## config.mk

```make
export PLATFORM = sky130hd
export DESIGN_NAME = histogramTop
export DESIGN_NICKNAME = d
export VERILOG_FILES = /design/src/histPkg.sv /design/src/histogramTop.sv /design/src/peakTracker.sv /design/src/hisBuilder.sv /design/src/acqWindow.sv
export VERILOG_INCLUDE_DIRS = /design/src
export SDC_FILE = /design/constraint.sdc
export NUM_CORES = 1
export LEC_CHECK = 0
export CORE_UTILIZATION = 63
export DETAILED_ROUTE_END_ITERATION = 12
export DONT_BUFFER_PORTS = 1
export GPL_ROUTABILITY_DRIVEN = 0
export PLACE_DENSITY_LB_ADDON = 0.08
export SYNTH_ARGS = -nofsm -noshare
export SYNTH_HDL_FRONTEND = slang
export SYNTH_SLANG_ARGS = --single-unit
```

## constraint.sdc

```tcl
create_clock -name clk -period 6 [get_ports clk]
set_clock_uncertainty 0.05 [all_clocks]
set_input_delay 0.3 -clock clk [delete_from_list [all_inputs] [get_ports clk]]
set_output_delay 0.3 -clock clk [all_outputs]
set_load 0.05 [all_outputs]
```

## src/histogram_config.svh

```systemverilog
`ifndef HISTOGRAM_CONFIG_SVH
`define HISTOGRAM_CONFIG_SVH

// bins per pixel and bin address width
`define BIN_NUM 16
`define BIN_W 4

// pixels served one after another by the window counter
`define PIXEL_NUM 4
`define PIXEL_W 2

// clock cycles each pixel gets per acquisition window
`define ACQ_LEN 64

// width of one bin counter, saturates at all ones
`define COUNT_W 8

`endif
```

## src/histPkg.sv

```systemverilog
`include "histogram_config.svh"

package histPkg;

    // hit bin code from the front end
    typedef logic [`BIN_W-1:0] binAddrT;

    // pixel currently owning the window
    typedef logic [`PIXEL_W-1:0] pixelIdxT;

    // one histogram bin count
    typedef logic [`COUNT_W-1:0] countT;

    // cycle position inside a window, 0 .. ACQ_LEN-1
    typedef logic [$clog2(`ACQ_LEN)-1:0] acqCntT;

endpackage

```

## src/histogramTop.sv

```systemverilog
`include "histogram_config.svh"

module histogramTop import histPkg::*; (
    input  logic     clk,
    input  logic     res,
    input  logic     hitValid,
    input  binAddrT  hitBin,
    output logic     nextFlag,
    output pixelIdxT pixelIdx,
    output logic     countValid,
    output binAddrT  countBin,
    output countT    binCounts,
    output logic     peakValid,
    output binAddrT  peakBin,
    output countT    peakCount,
    output pixelIdxT peakPixel
);

    logic windowEnd; // last cycle of the current pixel window

    acqWindow iAcqWindow (
        .clk       (clk),
        .res       (res),
        .windowEnd (windowEnd),
        .pixelIdx  (pixelIdx),
        .nextFlag  (nextFlag)
    );

    hisBuilder iHisBuilder (
        .clk        (clk),
        .res        (res),
        .hitValid   (hitValid),
        .hitBin     (hitBin),
        .pixelIdx   (pixelIdx),
        .windowEnd  (windowEnd),
        .countValid (countValid),
        .countBin   (countBin),
        .binCounts  (binCounts)
    );

    // watches the same updates that leave the top
    peakTracker iPeakTracker (
        .clk        (clk),
        .res        (res),
        .countValid (countValid),
        .countBin   (countBin),
        .binCounts  (binCounts),
        .windowEnd  (windowEnd),
        .pixelIdx   (pixelIdx),
        .peakValid  (peakValid),
        .peakBin    (peakBin),
        .peakCount  (peakCount),
        .peakPixel  (peakPixel)
    );

endmodule

```

## src/peakTracker.sv

```systemverilog
`include "histogram_config.svh"

module peakTracker import histPkg::*; (
    input  logic     clk,
    input  logic     res,
    input  logic     countValid,
    input  binAddrT  countBin,
    input  countT    binCounts,
    input  logic     windowEnd,
    input  pixelIdxT pixelIdx,
    output logic     peakValid,
    output binAddrT  peakBin,
    output countT    peakCount,
    output pixelIdxT peakPixel
);

    countT   maxCount; // running maximum of this window
    binAddrT maxBin;
    logic    takeNew;
    countT   curCount;
    binAddrT curBin;

    // strictly greater only, so on a tie the earlier bin stays
    assign takeNew  = countValid && (binCounts > maxCount);
    assign curCount = takeNew ? binCounts : maxCount;
    assign curBin   = takeNew ? countBin : maxBin;

    always_ff @(posedge clk or negedge res) begin
        if (!res) begin
            peakValid <= 1'b0;
            maxCount  <= '0;
            maxBin    <= '0;
        end else begin
            peakValid <= windowEnd;
            if (windowEnd) begin
                maxCount <= '0; // next window starts empty
                maxBin   <= '0;
            end else begin
                maxCount <= curCount;
                maxBin   <= curBin;
            end
        end
    end

    // result includes the update of the closing cycle
    always_ff @(posedge clk) begin
        if (windowEnd) begin
            peakCount <= curCount;
            peakBin   <= curBin;
            peakPixel <= pixelIdx; // pixel of the window just closed
        end
    end

endmodule

```

## src/hisBuilder.sv

```systemverilog
`include "histogram_config.svh"

module hisBuilder import histPkg::*; (
    input  logic     clk,
    input  logic     res,
    input  logic     hitValid,
    input  binAddrT  hitBin,
    input  pixelIdxT pixelIdx,
    input  logic     windowEnd,
    output logic     countValid,
    output binAddrT  countBin,
    output countT    binCounts
);

    localparam int memWords = `PIXEL_NUM * `BIN_NUM;
    localparam int addrW    = `PIXEL_W + `BIN_W;

    countT              mem [memWords]; // bin counts, pixel major
    logic [memWords-1:0] touched;       // word holds a count of the current round
    logic               winOpen;        // first cycle of a window
    logic               accept;
    logic [addrW-1:0]   hitAddr;
    logic [addrW-1:0]   wrAddr;         // address of the registered update
    countT              baseCount;
    countT              newCount;

    // hits on the closing cycle belong to no window
    assign accept  = hitValid && !windowEnd;
    assign hitAddr = {pixelIdx, hitBin};

    // previous count of the hit bin
    always_comb begin
        if (winOpen) begin
            baseCount = '0; // touched bits of this pixel go away this cycle
        end else if (countValid && (wrAddr == hitAddr)) begin
            baseCount = binCounts; // still on its way into the memory
        end else if (touched[hitAddr]) begin
            baseCount = mem[hitAddr];
        end else begin
            baseCount = '0; // stale from an earlier round
        end
    end

    // saturating increment
    assign newCount = (baseCount == '1) ? baseCount : baseCount + 1'b1;

    // window opens after reset and after every windowEnd
    always_ff @(posedge clk or negedge res) begin
        if (!res) begin
            winOpen <= 1'b1;
        end else begin
            winOpen <= windowEnd;
        end
    end

    always_ff @(posedge clk or negedge res) begin
        if (!res) begin
            countValid <= 1'b0;
            touched    <= '0;
        end else begin
            countValid <= accept;
            if (winOpen) begin
                // lazy clear of the new pixel
                for (int b = 0; b < `BIN_NUM; b++) begin
                    touched[{pixelIdx, binAddrT'(b)}] <= 1'b0;
                end
            end
            if (countValid) begin
                touched[wrAddr] <= 1'b1; // marks the word written below
            end
        end
    end

    // update registers, then write back one cycle later
    always_ff @(posedge clk) begin
        if (accept) begin
            countBin  <= hitBin;
            binCounts <= newCount;
            wrAddr    <= hitAddr;
        end
        if (countValid) begin
            mem[wrAddr] <= binCounts;
        end
    end

endmodule

```

## src/acqWindow.sv

```systemverilog
`include "histogram_config.svh"

module acqWindow import histPkg::*; (
    input  logic     clk,
    input  logic     res,
    output logic     windowEnd,
    output pixelIdxT pixelIdx,
    output logic     nextFlag
);

    acqCntT acqCnt; // cycle within current window

    // last cycle of the window, straight from the counter
    assign windowEnd = (acqCnt == acqCntT'(`ACQ_LEN - 1));

    always_ff @(posedge clk or negedge res) begin
        if (!res) begin
            acqCnt   <= '0;
            pixelIdx <= '0;
            nextFlag <= 1'b0;
        end else if (windowEnd) begin
            acqCnt   <= '0;
            nextFlag <= ~nextFlag; // one toggle per closed window
            if (pixelIdx == pixelIdxT'(`PIXEL_NUM - 1)) begin
                pixelIdx <= '0; // wrap over the pixel array
            end else begin
                pixelIdx <= pixelIdx + 1'b1;
            end
        end else begin
            acqCnt <= acqCnt + 1'b1;
        end
    end

endmodule

```

==> report_table.html, run 1 <==
<table>
<tr><th>Metric</th><th>Value</th></tr>
<tr><th colspan="2">Hold path</th></tr>
<tr><td>Worst hold path type</td><td>primary input to register</td></tr>
<tr><td>Min-delay src</td><td>hitValid</td></tr>
<tr><td>Hold-critical path depth</td><td>2</td></tr>
<tr><td>Endpoint of the worst hold-timing path</td><td>iHisBuilder.countValid$_DFF_PN0_</td></tr>
<tr><th colspan="2">Clocking</th></tr>
<tr><td>Clock Tree Buf Depth</td><td>3</td></tr>
<tr><td>Deepest level of the CTS H-tree</td><td>2</td></tr>
<tr><td>Resized cells post-CTS</td><td>0</td></tr>
<tr><td>Total CTS buffers</td><td>between 50 and 60</td></tr>
<tr><td>TritonCTS clock tree</td><td>built</td></tr>
<tr><td>Clk sinks</td><td>approximately 630</td></tr>
<tr><td>Clock Latency Late Sink</td><td>a little over 0.6 ns</td></tr>
<tr><td>Clk pin slew, worst setup/hold paths</td><td>roughly 0.07 ns</td></tr>
<tr><td>Clock root cell</td><td>sky130_fd_sc_hd__clkbuf_16</td></tr>
<tr><th colspan="2">Global route</th></tr>
<tr><td>Total global-route track usage</td><td>0.3048</td></tr>
<tr><td>Pin count of the biggest net entering global routing</td><td>126</td></tr>
<tr><td>Wire length of the first global-routing pass</td><td>88460 um</td></tr>
<tr><td>Via count of the first global-routing pass</td><td>12758</td></tr>
<tr><td>Number of antenna violations at the first check in global routing</td><td>0</td></tr>
<tr><td>Grt ovf</td><td>0</td></tr>
<tr><th colspan="2">Place</th></tr>
<tr><td>Pre-CTS WS</td><td>~1.2 ns</td></tr>
<tr><td>Number of buffer cells added on primary ports</td><td>0</td></tr>
<tr><td>Cell count after placement</td><td>between 1500 and 2000</td></tr>
<tr><td>Detailed Place HPWL</td><td>roughly 36000 um</td></tr>
<tr><th colspan="2">Routing</th></tr>
<tr><td>DRC violations left</td><td>0</td></tr>
<tr><td>DRC marker count from the first detailed-route iteration</td><td>roughly 1600</td></tr>
<tr><td>Routed wire per std cell</td><td>around 31 um</td></tr>
<tr><td>Number of optimization iterations in the first detailed-route pass</td><td>6</td></tr>
<tr><td>Via density</td><td>a little under 7</td></tr>
<tr><td>Remaining antenna violation count</td><td>0</td></tr>
<tr><td>Routed Wire Length</td><td>approximately 60000 um</td></tr>
<tr><td>Count of vias placed by the detailed router</td><td>around 13000</td></tr>
<tr><th colspan="2">Finish</th></tr>
<tr><td>Fill cells</td><td>roughly 2500</td></tr>
<tr><td>Seq. cell area</td><td>between 0.015 and 0.02 mm^2</td></tr>
<tr><td>Commonest non-fill, non-tap cell in the layout</td><td>sky130_fd_sc_hd__edfxtp_1</td></tr>
<tr><td>Fraction of final layout cells with drive strength greater than 1</td><td>0.1798</td></tr>
<tr><td>Synth-to-layout area growth</td><td>9.066%</td></tr>
<tr><td>Ant. Diodes</td><td>0</td></tr>
<tr><td>Top library cells by usage in the layout, fill and taps aside</td><td>sky130_fd_sc_hd__edfxtp_1, sky130_fd_sc_hd__mux4_2, sky130_fd_sc_hd__dfrtp_1</td></tr>
<tr><td>Final net count</td><td>around 1400</td></tr>
<tr><td>Count of placed standard cells in the final layout, fillers left out</td><td>a little under 2000</td></tr>
<tr><td>Utilization after layout</td><td>0.6985</td></tr>
<tr><td>Total area of multi-input combinational cells</td><td>approximately 0.0064 mm^2</td></tr>
<tr><th colspan="2">Yosys</th></tr>
<tr><td>Warnings from Yosys</td><td>0</td></tr>
<tr><td>Post-synth EDFFs</td><td>540</td></tr>
<tr><td>Flop and latch count out of synthesis</td><td>about 630</td></tr>
<tr><td>Main synth FF type</td><td>sky130_fd_sc_hd__edfxtp_1</td></tr>
<tr><td>Sequential share of the synthesized area</td><td>0.7222</td></tr>
<tr><td>Share of Yosys cell area claimed by the top area cell type</td><td>0.6358</td></tr>
<tr><td>Synth Net Count</td><td>1353</td></tr>
<tr><td>Number of distinct standard cells referenced by the synthesized netlist</td><td>75</td></tr>
<tr><td>Fraction of registers with async set or reset after synthesis</td><td>0.1401</td></tr>
<tr><td>Most area-hungry cell type in the Yosys netlist</td><td>sky130_fd_sc_hd__edfxtp_1</td></tr>
<tr><td>Avg Cell Area, Syn</td><td>~19 um^2</td></tr>
<tr><td>Mapped Area</td><td>approximately 0.026 mm^2</td></tr>
<tr><td>Leading cell types by total area after synthesis</td><td>sky130_fd_sc_hd__edfxtp_1, sky130_fd_sc_hd__mux4_2, sky130_fd_sc_hd__dfrtp_1, sky130_fd_sc_hd__mux4_1, sky130_fd_sc_hd__mux2i_1</td></tr>
<tr><td>Synthesized netlist cell count</td><td>approximately 1300</td></tr>
<tr><th colspan="2">Worst setup path</th></tr>
<tr><td>Critical-path maximum fanout</td><td>32</td></tr>
<tr><td>Cells along the critical path</td><td>inv_1, buf_4, mux4_2, o22ai_1, a31o_1, or4_1, a21oi_1, ha_1, inv_1, or4b_4, nor4_4, and3_4, mux2_4</td></tr>
<tr><td>Slack of the worst reg-to-reg path</td><td>1.10 ns</td></tr>
<tr><td>Standard cell with the maximum stage delay on the critical path</td><td>sky130_fd_sc_hd__dfrtp_2</td></tr>
<tr><td>Startpoint type of the worst setup path</td><td>register</td></tr>
<tr><td>Data arrival time at the worst-slack endpoint</td><td>between 5 and 6 ns</td></tr>
<tr><td>Kind of capture point of the worst setup path</td><td>register</td></tr>
<tr><td>Critical Path Max Stage Delay</td><td>approximately 0.88 ns</td></tr>
<tr><td>Worst reg2reg endpoint</td><td>iHisBuilder.binCounts[1]$_DFFE_PP_</td></tr>
<tr><td>Worst path most repeated cell</td><td>sky130_fd_sc_hd__inv_1</td></tr>
<tr><td>Critical setup path kind</td><td>register to register</td></tr>
<tr><td>Depth of the worst register-to-register path</td><td>13</td></tr>
<tr><td>CP Data Required Time</td><td>around 6.3 ns</td></tr>
<tr><td>Critical register-to-register path startpoint</td><td>iAcqWindow.pixelIdx[0]$_DFFE_PN0P_</td></tr>
<tr><td>Startpoint of the most critical setup path</td><td>iAcqWindow.pixelIdx[0]$_DFFE_PN0P_</td></tr>
<tr><th colspan="2">STA</th></tr>
<tr><td>Final critical-path required period</td><td>a little under 5 ns</td></tr>
<tr><td>Worst-margin pin slew</td><td>1.268 ns</td></tr>
<tr><td>Endpoints failing setup</td><td>0</td></tr>
<tr><td>RSZ-0062 raised after global routing</td><td>false</td></tr>
<tr><td>Max Clk Rate</td><td>around 0.20 GHz</td></tr>
<tr><td>Setup TNS after final layout</td><td>0 ns</td></tr>
<tr><td>Fin worst setup slack</td><td>around 1.1 ns</td></tr>
<tr><td>Slew HR</td><td>0.1514</td></tr>
<tr><td>Final Max Tran Viols</td><td>0</td></tr>
<tr><td>Final clock period utilization by the worst path</td><td>0.8162</td></tr>
<tr><td>Total count of hold-check failures in the final report</td><td>0</td></tr>
<tr><th colspan="2">Die</th></tr>
<tr><td>CORE AREA</td><td>0.03982 mm^2</td></tr>
<tr><td>X dimension of the die</td><td>between 200 and 250 um</td></tr>
<tr><td>Row cnt</td><td>73</td></tr>
<tr><td>Initial core utilization</td><td>0.6404</td></tr>
<tr><td>Number of top-level pins</td><td>38</td></tr>
<tr><td>Die Y</td><td>just over 200 um</td></tr>
<tr><td>Area of the die</td><td>0.04129 mm^2</td></tr>
<tr><th colspan="2">Power and ir drop</th></tr>
<tr><td>IR drop worst, VDD</td><td>~0.26 mV</td></tr>
<tr><td>Post-route total power</td><td>slightly below 10 mW</td></tr>
<tr><td>Power Density</td><td>348.6 mW/mm^2</td></tr>
<tr><td>Static Leak</td><td>approximately 9.8 nW</td></tr>
<tr><th colspan="2">Flow run</th></tr>
<tr><td>Max-Cap Viols</td><td>0</td></tr>
<tr><th colspan="2">Status</th></tr>
<tr><td>Result of the run</td><td>finished clean</td></tr>
</table>
-- cells in the mapped netlist (all sizes together), types with 12 or more instances --
master and number:
a22oi 24, nand3 15, nor2 83, mux4 136, dfrtp 87, edfxtp 540
a21o 66, o21ai 14, ha 14, a21oi 18, nand2 48, inv 12
mux2i 52, clkbuf 18, nor2b 23, buf 55
-- per-stage QoR --
step / hold WS, ns / area, um^2
floorplan: -0.04559 / 25500
global placement: -0.04354 / 25720
detailed placement: -0.04350 / 25720
CTS: 0.01864 / 27820
global route: 0.03515 / 27820
finish: 0.03253 / 27820
-- routing by layer --
metal  track usage  share of wire
met1        0.4744           0.42
met2        0.4409           0.46
met3       0.05641          0.096
met4        0.1069          0.031
met5             0              0
-- timing repair --
action,4_1_cts,5_1_grt
setup endpoints to repair,0,0
buffers inserted,0,0
endpoints found under the hold margin,92,0
hold buffers,6,0
-- state kept, by name, indices dropped and copies added, names as in the netlist, 4 cells and up --
signal and count:
iAcqWindow.acqCnt 6, iPeakTracker.peakCount 8, iHisBuilder.mem 512, iPeakTracker.maxCount 8, iHisBuilder.touched 64, iHisBuilder.wrAddr 6, iHisBuilder.binCounts 8, iPeakTracker.peakBin 4
iPeakTracker.maxBin 4
-- layout make-up --
| class | count | area share |
|---|---|---|
| sequential | 628 | 0.6622 |
| multi-input combinational | 618 | 0.2318 |
| clock buffer | 85 | 0.06136 |
| tap | 525 | 0.02362 |
| clock inverter | 26 | 0.01102 |
| timing repair buffer | 26 | 0.008187 |
| inverter | 13 | 0.001754 |
-- kinds of logic (layout without fill, tap and decap cells) --
family                   after synthesis  in the layout  synth area share
AO/OA/AOI/OAI                        179            179           0.05230
XOR/XNOR                              13             13          0.004465
multiplexers                         196            196            0.1474
flip-flops                           628            628            0.7222
adder cells (fa/ha/maj)               14             14          0.006869
AND/OR/NAND/NOR                      216            216           0.04136
buffers and inverters                 86            150           0.02536
-- worst max-delay path, delay by kind of cell (launching register included) --
kind,cells,cell delay (ns)
AND/OR/NAND/NOR,4,1.49
flip-flops,1,0.88
adder cells (fa/ha/maj),1,0.24
multiplexers,2,0.65
AO/OA/AOI/OAI,3,0.60
buffers and inverters,3,0.73
-- power by group --
group / internal [mW] / switching [mW]
registers: 4.99 / 0.100
clock network: 2.27 / 1.59
logic: 0.297 / 0.454
-- how the worst max path moves through the flow --
stage	slack, ns	end
global placement	1.30	iHisBuilder.binCounts[1]$_DFFE_PP_
CTS	1.15	iHisBuilder.binCounts[1]$_DFFE_PP_
detailed placement	1.16	iHisBuilder.binCounts[1]$_DFFE_PP_
floorplan	1.53	iHisBuilder.binCounts[1]$_DFFE_PP_
global route	0.97	iHisBuilder.binCounts[1]$_DFFE_PP_
finish	1.10	iHisBuilder.binCounts[1]$_DFFE_PP_
Note: power is estimated with default switching activity, not from simulation.
==> run 2: changes to the inputs <==
Settings changed: CORE_UTILIZATION 63 to 57.
Clock period 6 ns to 4.02 ns, I/O delays scaled along.
==> report_table.html, run 2 (synthesis gave the netlist of run 1 again) <==
<table>
<tr><th>Metric</th><th>Value</th></tr>
<tr><th colspan="2">Status</th></tr>
<tr><td>Result of the run</td><td>finished clean</td></tr>
<tr><th colspan="2">Worst setup path</th></tr>
<tr><td>Critical path buffer and inverter count</td><td>2</td></tr>
<tr><td>Kind of capture point of the worst setup path</td><td>register</td></tr>
<tr><td>Cells along the critical path</td><td>buf_2, and2_2, a22oi_1, and3_1, a31oi_1, and3_4, or4_4, a21oi_4, ha_4, inv_2, or4b_4, nor4_4, and3_4, mux2_4</td></tr>
<tr><td>CP Data Required Time</td><td>approximately 4.3 ns</td></tr>
<tr><td>Critical-path maximum fanout</td><td>7</td></tr>
<tr><td>Startpoint type of the worst setup path</td><td>register</td></tr>
<tr><td>Worst path most repeated cell</td><td>sky130_fd_sc_hd__and3_4</td></tr>
<tr><td>Standard cell with the maximum stage delay on the critical path</td><td>sky130_fd_sc_hd__or4b_4</td></tr>
<tr><td>Depth of the worst register-to-register path</td><td>14</td></tr>
<tr><td>Cell family contributing the most delay on the critical path</td><td>simple AND/OR/NAND/NOR gates</td></tr>
<tr><td>Critical setup path kind</td><td>register to register</td></tr>
<tr><td>Critical Path Max Stage Delay</td><td>0.49 ns</td></tr>
<tr><td>Data arrival time at the worst-slack endpoint</td><td>slightly above 4 ns</td></tr>
<tr><td>Number of gates on the worst path with buffers counted</td><td>14</td></tr>
<tr><th colspan="2">Power and ir drop</th></tr>
<tr><td>Power Density</td><td>about 500 mW/mm^2</td></tr>
<tr><td>Static Leak</td><td>about 10 nW</td></tr>
<tr><td>IR drop worst, VDD</td><td>0.3816 mV</td></tr>
<tr><td>Post-route total power</td><td>14.36 mW</td></tr>
<tr><th colspan="2">Global route</th></tr>
<tr><td>Via count of the first global-routing pass</td><td>~13000</td></tr>
<tr><td>Pin count of the biggest net entering global routing</td><td>between 100 and 150</td></tr>
<tr><td>Total global-route track usage</td><td>0.2851</td></tr>
<tr><td>Number of antenna violations at the first check in global routing</td><td>0</td></tr>
<tr><td>Wire length of the first global-routing pass</td><td>approximately 91000 um</td></tr>
<tr><td>Grt ovf</td><td>0</td></tr>
<tr><th colspan="2">Routing</th></tr>
<tr><td>Via density</td><td>6.404</td></tr>
<tr><td>Count of vias placed by the detailed router</td><td>13326</td></tr>
<tr><td>Remaining antenna violation count</td><td>0</td></tr>
<tr><td>Routed wire per std cell</td><td>roughly 30 um</td></tr>
<tr><td>DRC marker count from the first detailed-route iteration</td><td>between 1000 and 1500</td></tr>
<tr><td>Routed Wire Length</td><td>a little over 60000 um</td></tr>
<tr><td>DRC violations left</td><td>0</td></tr>
<tr><td>Number of optimization iterations in the first detailed-route pass</td><td>7</td></tr>
<tr><th colspan="2">Finish</th></tr>
<tr><td>Seq. cell area</td><td>between 0.015 and 0.02 mm^2</td></tr>
<tr><td>Utilization after layout</td><td>0.6464</td></tr>
<tr><td>Final instance area</td><td>roughly 0.029 mm^2</td></tr>
<tr><td>Total area of multi-input combinational cells</td><td>0.006514 mm^2</td></tr>
<tr><td>Final net count</td><td>approximately 1500</td></tr>
<tr><td>Fill cells</td><td>between 3000 and 4000</td></tr>
<tr><td>Synth-to-layout area growth</td><td>12.07%</td></tr>
<tr><td>Biggest register</td><td>iHisBuilder.mem</td></tr>
<tr><td>Count of placed standard cells in the final layout, fillers left out</td><td>approximately 2100</td></tr>
<tr><td>Largest register FFs</td><td>512</td></tr>
<tr><td>Top library cells by usage in the layout, fill and taps aside</td><td>sky130_fd_sc_hd__edfxtp_1, sky130_fd_sc_hd__mux4_2, sky130_fd_sc_hd__buf_4</td></tr>
<tr><td>Commonest non-fill, non-tap cell in the layout</td><td>sky130_fd_sc_hd__edfxtp_1</td></tr>
<tr><td>Largest registers</td><td>iHisBuilder.mem (512), iHisBuilder.touched (64)</td></tr>
<tr><td>Fraction of final layout cells with drive strength greater than 1</td><td>0.2317</td></tr>
<tr><td>Ant. Diodes</td><td>0</td></tr>
<tr><th colspan="2">Clocking</th></tr>
<tr><td>TritonCTS clock tree</td><td>built</td></tr>
<tr><td>Clock Tree Buf Depth</td><td>3</td></tr>
<tr><td>Deepest level of the CTS H-tree</td><td>3</td></tr>
<tr><td>Total CTS buffers</td><td>66</td></tr>
<tr><td>Clk pin slew, worst setup/hold paths</td><td>around 0.06 ns</td></tr>
<tr><td>Clk sinks</td><td>628</td></tr>
<tr><td>Clock root cell</td><td>sky130_fd_sc_hd__clkbuf_16</td></tr>
<tr><td>Clock Latency Late Sink</td><td>approximately 0.6 ns</td></tr>
<tr><th colspan="2">Die</th></tr>
<tr><td>Die Y</td><td>between 200 and 250 um</td></tr>
<tr><td>Row cnt</td><td>77</td></tr>
<tr><td>Area of the die</td><td>about 0.046 mm^2</td></tr>
<tr><td>Number of top-level pins</td><td>38</td></tr>
<tr><td>Initial core utilization</td><td>0.5767</td></tr>
<tr><td>CORE AREA</td><td>between 0.04 and 0.05 mm^2</td></tr>
<tr><td>X dimension of the die</td><td>approximately 210 um</td></tr>
<tr><th colspan="2">STA</th></tr>
<tr><td>RSZ-0062 raised after global routing</td><td>false</td></tr>
<tr><td>Endpoints failing setup</td><td>0</td></tr>
<tr><td>Worst-margin pin slew</td><td>between 1 and 1.5 ns</td></tr>
<tr><td>Total count of hold-check failures in the final report</td><td>0</td></tr>
<tr><td>Setup TNS after final layout</td><td>0 ns</td></tr>
<tr><td>Final clock period utilization by the worst path</td><td>0.9604</td></tr>
<tr><td>Slew HR</td><td>0.2785</td></tr>
<tr><td>Final critical-path required period</td><td>roughly 3.9 ns</td></tr>
<tr><td>Final Max Tran Viols</td><td>0</td></tr>
<tr><td>Smallest hold slack</td><td>roughly 0.20 ns</td></tr>
<tr><td>Fin worst setup slack</td><td>about 0.16 ns</td></tr>
<tr><td>Max Clk Rate</td><td>0.2590 GHz</td></tr>
<tr><th colspan="2">Flow run</th></tr>
<tr><td>Max-Cap Viols</td><td>0</td></tr>
<tr><th colspan="2">Hold path</th></tr>
<tr><td>Worst hold path type</td><td>primary input to async pin</td></tr>
<tr><th colspan="2">Place</th></tr>
<tr><td>Placed standard-cell area</td><td>0.02646 mm^2</td></tr>
<tr><td>Number of buffer cells added on primary ports</td><td>0</td></tr>
<tr><td>Detailed Place HPWL</td><td>approximately 38000 um</td></tr>
<tr><td>Pre-CTS WS</td><td>between 0.04 and 0.05 ns</td></tr>
<tr><td>Cell count after placement</td><td>just under 2000</td></tr>
</table>
## run 2: area by class of cell
| cell class | count | area share |
|---|---|---|
| clock inverter | 34 | 0.006172 |
| tap | 592 | 0.02591 |
| multi-input combinational | 618 | 0.2279 |
| clock buffer | 85 | 0.06286 |
| sequential | 628 | 0.6445 |
| inverter | 13 | 0.001795 |
| timing repair buffer | 111 | 0.03086 |
## run 2: routing by layer
layer  GRT usage  part of all wire  vias to the layer above
met4     0.09360             0.026                        0
li1            -                 -                     5618
met2      0.4300              0.47                      553
met5           0                 0                        -
met3     0.04613             0.072                      104
met1      0.4303              0.43                     7051
## run 2: power by group
part	internal, mW	total, mW	switching (mW)
sequential	7.45	7.57	0.120
clock	3.17	5.61	2.44
combinational	0.469	1.19	0.721
total	11.1	14.4	3.28
## run 2: worst reg2reg max path, delay by kind of cell, from the launching register on
| kind | cells | cell delay, ns |
|---|---|---|
| adder cells (fa/ha/maj) | 1 | 0.17 |
| AO/OA/AOI/OAI | 3 | 0.43 |
| buffers and inverters | 2 | 0.21 |
| multiplexers | 1 | 0.29 |
| flip-flops | 1 | 0.42 |
| AND/OR/NAND/NOR | 7 | 2.03 |
## run 2: what timing repair did
| item | in CTS | in global routing |
|---|---|---|
| setup buffers | 0 | 4 |
| endpoints found under the setup margin | 0 | 4 |
| hold endpoints to repair | 93 | 0 |
| hold buffers | 7 | 0 |
| gates resized for setup | 0 | 8 |
## run 2: final timing paths
| kind | from | end | slack (ns) |
|---|---|---|---|
| max | iAcqWindow.pixelIdx[0]$_DFFE_PN0P_ | iHisBuilder.binCounts[1]$_DFFE_PP_ | 0.16 |
| min | res | iHisBuilder.touched[2]$_DFF_PN0_ | 0.20 |
| max reg2reg | iAcqWindow.pixelIdx[0]$_DFFE_PN0P_ | iHisBuilder.binCounts[1]$_DFFE_PP_ | 0.16 |
| min reg2reg | iAcqWindow.acqCnt[4]$_DFF_PN0_ | iAcqWindow.acqCnt[4]$_DFF_PN0_ | 0.42 |
| max in group asynchronous | res | iHisBuilder.touched[20]$_DFF_PN0_ | 3.33 |
| min in group clk | hitBin[3] | iHisBuilder.binCounts[0]$_DFFE_PP_ | 0.28 |
